**src/pipe_pkg.sv**
```systemverilog
package pipe_pkg;

  // Register stages from input to result
  localparam int PIPE_DEPTH = 4;

  // Sizes of the three anti-diagonal sets
  localparam int DIAG_MAX_LEN = 4;
  localparam int DIAG_MED_LEN = 5;

  // Entries of M[k][j] for the max set, on the diagonal k + j = 5
  localparam int DMAX_K [DIAG_MAX_LEN] = '{1, 2, 3, 4};
  localparam int DMAX_J [DIAG_MAX_LEN] = '{4, 3, 2, 1};

  // Median set, the main anti-diagonal k + j = 4
  localparam int DMED_K [DIAG_MED_LEN] = '{0, 1, 2, 3, 4};
  localparam int DMED_J [DIAG_MED_LEN] = '{4, 3, 2, 1, 0};

  // Min set, on the diagonal k + j = 3
  localparam int DMIN_K [DIAG_MAX_LEN] = '{0, 1, 2, 3};
  localparam int DMIN_J [DIAG_MAX_LEN] = '{3, 2, 1, 0};

endpackage

```
**src/pixel_pkg.sv**
```systemverilog
package pixel_pkg;

  // Pixel format
  localparam int PIXEL_W = 8;

  // Window edge length, the filter works on WIN_SIZE x WIN_SIZE pixels
  localparam int WIN_SIZE = 5;

  typedef logic [PIXEL_W-1:0] pixel_t;

  // One row of the window, element 0 is the leftmost pixel
  typedef pixel_t [WIN_SIZE-1:0] row_t;

  // Whole window, element 0 is the top row
  typedef row_t [WIN_SIZE-1:0] window_t;

endpackage

```
**src/diag_select.sv**
```systemverilog
`timescale 1ns/1ps

// Picks max, median and min of the three anti-diagonal sets of M
module diag_select
  import pixel_pkg::*;
  import pipe_pkg::*;
(
  input  logic    ref_clk,
  input  logic    rst_n,
  input  logic    i_adv,
  input  window_t i_matrix,
  output pixel_t  o_dmax,
  output pixel_t  o_dmed,
  output pixel_t  o_dmin
);

  pixel_t [DIAG_MAX_LEN-1:0] max_set;
  pixel_t [DIAG_MAX_LEN-1:0] max_sorted;
  pixel_t [DIAG_MED_LEN-1:0] med_set;
  pixel_t [DIAG_MED_LEN-1:0] med_sorted;
  pixel_t [DIAG_MAX_LEN-1:0] min_set;
  pixel_t [DIAG_MAX_LEN-1:0] min_sorted;

  // Gather the diagonal entries, i_matrix[k][j] is row rank k, column rank j
  for (genvar i = 0; i < DIAG_MAX_LEN; i++) begin : g_side_sets
    assign max_set[i] = i_matrix[DMAX_K[i]][DMAX_J[i]];
    assign min_set[i] = i_matrix[DMIN_K[i]][DMIN_J[i]];
  end

  for (genvar i = 0; i < DIAG_MED_LEN; i++) begin : g_med_set
    assign med_set[i] = i_matrix[DMED_K[i]][DMED_J[i]];
  end

  sort_net #(
    .N (DIAG_MAX_LEN)
  ) max_sort_i (
    .ref_clk  (ref_clk),
    .rst_n    (rst_n),
    .i_vals   (max_set),
    .o_sorted (max_sorted)
  );

  sort_net #(
    .N (DIAG_MED_LEN)
  ) med_sort_i (
    .ref_clk  (ref_clk),
    .rst_n    (rst_n),
    .i_vals   (med_set),
    .o_sorted (med_sorted)
  );

  sort_net #(
    .N (DIAG_MAX_LEN)
  ) min_sort_i (
    .ref_clk  (ref_clk),
    .rst_n    (rst_n),
    .i_vals   (min_set),
    .o_sorted (min_sorted)
  );

  // First, middle and last sorter lanes
  always_ff @(posedge ref_clk or negedge rst_n) begin
    if (!rst_n) begin
      o_dmax <= '0;
      o_dmed <= '0;
      o_dmin <= '0;
    end else if (i_adv) begin
      o_dmax <= max_sorted[0];
      o_dmed <= med_sorted[DIAG_MED_LEN/2];
      o_dmin <= min_sorted[DIAG_MAX_LEN-1];
    end
  end

endmodule

```
**src/median_5x5.sv**
```systemverilog
`timescale 1ns/1ps

// 5x5 rank filter, four register stages with valid/ready on both sides
module median_5x5
  import pixel_pkg::*;
(
  input  logic    ref_clk,
  input  logic    rst_n,
  input  logic    i_valid,
  output logic    o_ready,
  input  window_t i_window,
  output logic    o_valid,
  input  logic    i_ready,
  output pixel_t  o_max,
  output pixel_t  o_med,
  output pixel_t  o_min
);

  logic    adv;
  window_t row_sorted;
  window_t rank_groups;
  window_t rank_matrix;
  pixel_t  dmax;
  pixel_t  dmed;
  pixel_t  dmin;

  pipe_ctrl pipe_ctrl_i (
    .ref_clk (ref_clk),
    .rst_n   (rst_n),
    .i_valid (i_valid),
    .i_ready (i_ready),
    .o_ready (o_ready),
    .o_adv   (adv),
    .o_valid (o_valid)
  );

  // Stage 1, sort each image row
  rank_stage row_rank_i (
    .ref_clk  (ref_clk),
    .rst_n    (rst_n),
    .i_adv    (adv),
    .i_groups (i_window),
    .o_sorted (row_sorted)
  );

  // Group the k-th ranked pixel of every row together
  for (genvar k = 0; k < WIN_SIZE; k++) begin : g_rank
    for (genvar r = 0; r < WIN_SIZE; r++) begin : g_row
      assign rank_groups[k][r] = row_sorted[r][k];
    end
  end

  // Stage 2, sort each rank across the rows, giving M[k][j]
  rank_stage col_rank_i (
    .ref_clk  (ref_clk),
    .rst_n    (rst_n),
    .i_adv    (adv),
    .i_groups (rank_groups),
    .o_sorted (rank_matrix)
  );

  // Stage 3
  diag_select diag_select_i (
    .ref_clk  (ref_clk),
    .rst_n    (rst_n),
    .i_adv    (adv),
    .i_matrix (rank_matrix),
    .o_dmax   (dmax),
    .o_dmed   (dmed),
    .o_dmin   (dmin)
  );

  // Stage 4
  triple_sort triple_sort_i (
    .ref_clk (ref_clk),
    .rst_n   (rst_n),
    .i_adv   (adv),
    .i_dmax  (dmax),
    .i_dmed  (dmed),
    .i_dmin  (dmin),
    .o_max   (o_max),
    .o_med   (o_med),
    .o_min   (o_min)
  );

endmodule

```
**src/pipe_ctrl.sv**
```systemverilog
`timescale 1ns/1ps

// Valid tracking and global stall for the filter pipeline
module pipe_ctrl
  import pipe_pkg::*;
(
  input  logic ref_clk,
  input  logic rst_n,
  input  logic i_valid,
  input  logic i_ready,
  output logic o_ready,
  output logic o_adv,
  output logic o_valid
);

  // Bit n is set when stage n+1 holds a real window
  logic [PIPE_DEPTH-1:0] vld_q;

  assign o_valid = vld_q[PIPE_DEPTH-1];

  // Whole pipe moves unless a result waits for the consumer
  assign o_adv   = !o_valid || i_ready;
  assign o_ready = o_adv;

  always_ff @(posedge ref_clk or negedge rst_n) begin
    if (!rst_n) begin
      vld_q <= '0;
    end else if (o_adv) begin
      vld_q <= {vld_q[PIPE_DEPTH-2:0], i_valid};
    end
  end

  // A result under back-pressure is held until taken
  a_hold_valid: assert property (
    @(posedge ref_clk) disable iff (!rst_n)
    (o_valid && !i_ready) |=> $stable(o_valid)
  );

  // Input valid enters stage 1 whenever the output is empty
  a_adv_when_empty: assert property (
    @(posedge ref_clk) disable iff (!rst_n)
    !o_valid |=> (vld_q[0] == $past(i_valid))
  );

endmodule

```
**src/rank_stage.sv**
```systemverilog
`timescale 1ns/1ps

// Sorts five groups of five pixels and registers the ranked groups
module rank_stage
  import pixel_pkg::*;
(
  input  logic    ref_clk,
  input  logic    rst_n,
  input  logic    i_adv,
  input  window_t i_groups,
  output window_t o_sorted
);

  window_t sorted_c;

  // One sorter per group, index 0 of each result holds the largest pixel
  for (genvar g = 0; g < WIN_SIZE; g++) begin : g_group
    sort_net #(
      .N (WIN_SIZE)
    ) sort_i (
      .ref_clk  (ref_clk),
      .rst_n    (rst_n),
      .i_vals   (i_groups[g]),
      .o_sorted (sorted_c[g])
    );
  end

  // Stage register, holds on a pipeline stall
  always_ff @(posedge ref_clk or negedge rst_n) begin
    if (!rst_n) begin
      o_sorted <= '0;
    end else if (i_adv) begin
      o_sorted <= sorted_c;
    end
  end

endmodule

```
**src/sort_net.sv**
```systemverilog
`timescale 1ns/1ps

// Odd-even transposition sorter, largest value ends up at index 0
module sort_net
  import pixel_pkg::*;
#(
  parameter int N = 5
) (
  input  logic               ref_clk,
  input  logic               rst_n,
  input  pixel_t [N-1:0]     i_vals,
  output pixel_t [N-1:0]     o_sorted
);

  always_comb begin : sort_proc
    pixel_t [N-1:0] work;
    pixel_t         hi;
    pixel_t         lo;

    work = i_vals;
    // N rounds are enough for any input order
    for (int r = 0; r < N; r++) begin
      // Even rounds pair (0,1),(2,3)..., odd rounds pair (1,2),(3,4)...
      for (int i = r % 2; i + 1 < N; i += 2) begin
        if (work[i] >= work[i+1]) begin
          hi = work[i];
          lo = work[i+1];
        end else begin
          hi = work[i+1];
          lo = work[i];
        end
        work[i]   = hi;
        work[i+1] = lo;
      end
    end
    o_sorted = work;
  end

  // Output must come out in descending order for every lane pair
  for (genvar i = 0; i < N - 1; i++) begin : g_order_chk
    a_descending: assert property (
      @(posedge ref_clk) disable iff (!rst_n)
      o_sorted[i] >= o_sorted[i+1]
    );
  end

endmodule

```
**src/triple_sort.sv**
```systemverilog
`timescale 1ns/1ps

// Final ordering of the three diagonal values
module triple_sort
  import pixel_pkg::*;
(
  input  logic   ref_clk,
  input  logic   rst_n,
  input  logic   i_adv,
  input  pixel_t i_dmax,
  input  pixel_t i_dmed,
  input  pixel_t i_dmin,
  output pixel_t o_max,
  output pixel_t o_med,
  output pixel_t o_min
);

  pixel_t [2:0] trio;
  pixel_t [2:0] trio_sorted;

  assign trio[0] = i_dmax;
  assign trio[1] = i_dmed;
  assign trio[2] = i_dmin;

  sort_net #(
    .N (3)
  ) trio_sort_i (
    .ref_clk  (ref_clk),
    .rst_n    (rst_n),
    .i_vals   (trio),
    .o_sorted (trio_sorted)
  );

  // Filter result register
  always_ff @(posedge ref_clk or negedge rst_n) begin
    if (!rst_n) begin
      o_max <= '0;
      o_med <= '0;
      o_min <= '0;
    end else if (i_adv) begin
      o_max <= trio_sorted[0];
      o_med <= trio_sorted[1];
      o_min <= trio_sorted[2];
    end
  end

endmodule
```
**config.mk**
```make
export PLATFORM = sky130hd
export DESIGN_NAME = median_5x5
export DESIGN_NICKNAME = d
export VERILOG_FILES = /design/src/pipe_pkg.sv /design/src/pixel_pkg.sv /design/src/diag_select.sv /design/src/median_5x5.sv /design/src/pipe_ctrl.sv /design/src/rank_stage.sv /design/src/sort_net.sv /design/src/triple_sort.sv
export SDC_FILE = /design/constraint.sdc
export NUM_CORES = 2
export LEC_CHECK = 0
export BUFFER_PORTS_ARGS = -buffer_cell sky130_fd_sc_hd__clkbuf_2
export CORE_UTILIZATION = 68
export DETAILED_ROUTE_END_ITERATION = 6
export PLACE_DENSITY_LB_ADDON = 0.25
export SKIP_CTS_REPAIR_TIMING = 1
export SLEW_MARGIN = 20
export SYNTH_ARGS = -nofsm -noshare
export SYNTH_HDL_FRONTEND = slang
export SYNTH_HIERARCHICAL = 1
export SYNTH_SLANG_ARGS = --single-unit
export TNS_END_PERCENT = 30
```
**constraint.sdc**
```tcl
create_clock -name ref_clk -period 25.8 [get_ports ref_clk]
set_input_delay 1.29 -clock ref_clk [delete_from_list [all_inputs] [get_ports ref_clk]]
set_output_delay 1.29 -clock ref_clk [all_outputs]
set_load 0.05 [all_outputs]
```
==> run_results.csv <==
group,metric,value,unit
global_routing,grt_pass1_vias,51000,
timing,setup_tns,0,ns
worst_setup_path,end_kind,"flip-flop",
clock_network,clock_path_buffers,3,
logic_synthesis,syn_area_per_cell,8.34,um^2
die,boundaryPins,230,
timing,hold_viol_final,0,
die,die_area,89900,um^2
placement,gp_congestion,1.02,
global_routing,grt_pass1_wl,277,mm
global_routing,grt_overflow,0,
worst_setup_path,critical_path_required,26.26,ns
timing,fmax,76.6,MHz
timing,fin_skew,0.0458,ns
status,status,"complete, but fails checks",
clock_network,cts.sinks,356,
timing,slew_headroom,12.7,%
die,start_util,69.1,%
final_layout,finalInstanceArea,62600,um^2
detailed_routing,routedWlPerCell,21.1,um
clock_network,ctsRootBufferMaster,"clkbuf_16",
die,num_rows,108,
detailed_routing,routed_wl,176,mm
global_routing,antenna_found_initial,11,
worst_setup_path,crit_path_max_incr_delay,0.90,ns
detailed_routing,vias,54900,
clock_network,clock_latency,0.61,ns
worst_setup_path,cp_slowest_cell,"o31ai_4",
run,cap_violations,0,
logic_synthesis,netlist_area,60300,um^2
die,die_h,300,um
logic_synthesis,yosysWarnings,6,
detailed_routing,ant_nets,0,
worst_setup_path,cp_max_fo,26,
worst_hold_path,holdCritPathClass,"flip-flop to flip-flop",
worst_setup_path,arrival,13.51,ns
worst_setup_path,crit_top_cell,"a21o_1",
die,core-area,87300,um^2
die,die_x,300,um
clock_network,cts_buffers,41,
worst_setup_path,start_kind,"input pin",
final_layout,layout-drive-gt1-share,16.7,%
clock_network,cts_max_level,2,
detailed_routing,dr.pass1.iters,7,
detailed_routing,via_per_inst,6.56,
timing,maxSlewViolCount,0,
final_layout,synthToLayoutAreaGrowth,3.85,%
clock_network,clkTransAtPathRegs,0.05,ns
timing,worst_pin_slew,1.29,ns
placement,numPortBuffers,229,
timing,fin_crit_sh,50.6,%
clock_network,cts_tree,"yes",
final_layout,multiInputGateArea,46300,um^2
timing,rsz0062_at_grt,"no",
logic_synthesis,synth_fp_nets,8268,
worst_setup_path,crit_type,"input pin to flip-flop",
timing,fin_crit,13.06,ns
placement,hpwl,144,mm
final_layout,fin_nets,8221,
status,failed_checks,"design-rule violations",
global_routing,track_usage,38.1,%
detailed_routing,drt-initial-drc-count,5458,
timing,setup_violations,0,
final_layout,regArea,8910,um^2
logic_synthesis,synthCells,7229,
global_routing,grt_max_degree,160,
detailed_routing,drc,1,
placement,placed_area,61100,um^2
final_layout,fill_cells,7129,
[cells in the final DEF (no fill, tap or decap), drive strengths merged, types with 23 or more instances in the layout]
master   count
ha         835
inv        756
mux2       617
mux2i      571
a21oi      566
o21ai      538
nand2      502
nor2       363
dfrtp      356
clkbuf     280
a211oi     175
nand2b     174
a21o       154
nor3       114
nand3       95
nor2b       93
nor4        84
o211ai      69
o21a        67
buf         67
a221oi      52
nand4       48
a311oi      48
a31oi       45
and2        42
o31ai       38
o221a       36
o311ai      35
a2111oi     34
maj3        30
a2111o      29
or2         23
[stage by stage]
step                      worst slack [ns]  util (%)  hold WS, ns  std cells
final                                12.74      71.8        0.493       8370
after floorplan                      14.43         -        0.432       7229
after global routing                 11.89      71.8        0.520       8369
after detailed placement             12.39      70.0        0.489       8294
after CTS                            12.96      71.7        0.505       8369
after global placement               12.41      70.0        0.456       8294
[layout make-up]
cell class,count,area share [%]
antenna,1,0.00399
clock buffer,52,1.80
inverter,751,4.50
clock inverter,23,0.605
timing repair buffer,295,2.67
tap,1155,2.31
sequential,356,14.2
multi-input combinational,5737,73.9
[layer usage]
layer / wire length, um / global-route usage [%] / vias up
met5: 61 / 0 / -
met4: 8790 / 17.5 / 12
met3: 13200 / 6.29 / 396
met2: 79000 / 61.4 / 1890
met1: 75400 / 49.9 / 26000
li1: - / - / 26600
[flip-flops by register name (all words and copies together), names as in the netlist]
signal	flops
diag_select_i/o_dmax	8
triple_sort_i/o_max	8
diag_select_i/o_dmed	8
col_rank_i/o_sorted	104
pipe_ctrl_i/vld_q	4
triple_sort_i/o_med	8
row_rank_i/o_sorted	200
diag_select_i/o_dmin	8
triple_sort_i/o_min	8
[critical path: cells and delay by family]
kind | cells | cell delay [ns]
AOI/OAI and AO/OA | 21 | 6.33
buffers and inverters | 2 | 0.15
adders and majority gates | 5 | 1.59
muxes | 5 | 2.25
and+or+nand+nor | 10 | 1.88
[path summary, 6_finish.rpt]
path | startpoint | end | slack [ns] | cells past startpoint
min in group asynchronous | rst_n | row_rank_i/o_sorted[81] | 0.62 | 1
setup / recovery | i_window[151] | row_rank_i/o_sorted[127] | 12.74 | 43
hold reg to reg | pipe_ctrl_i/vld_q[2] | pipe_ctrl_i/vld_q[3] | 0.49 | 1
hold / removal | pipe_ctrl_i/vld_q[2] | pipe_ctrl_i/vld_q[3] | 0.49 | 1
setup reg to reg | row_rank_i/o_sorted[96] | col_rank_i/o_sorted[98] | 13.51 | 46
max in group asynchronous | rst_n | row_rank_i/o_sorted[139] | 22.96 | 3
Power is not shown: default switching activity piles up to over one toggle a cycle in this logic, so the estimate is an artifact.
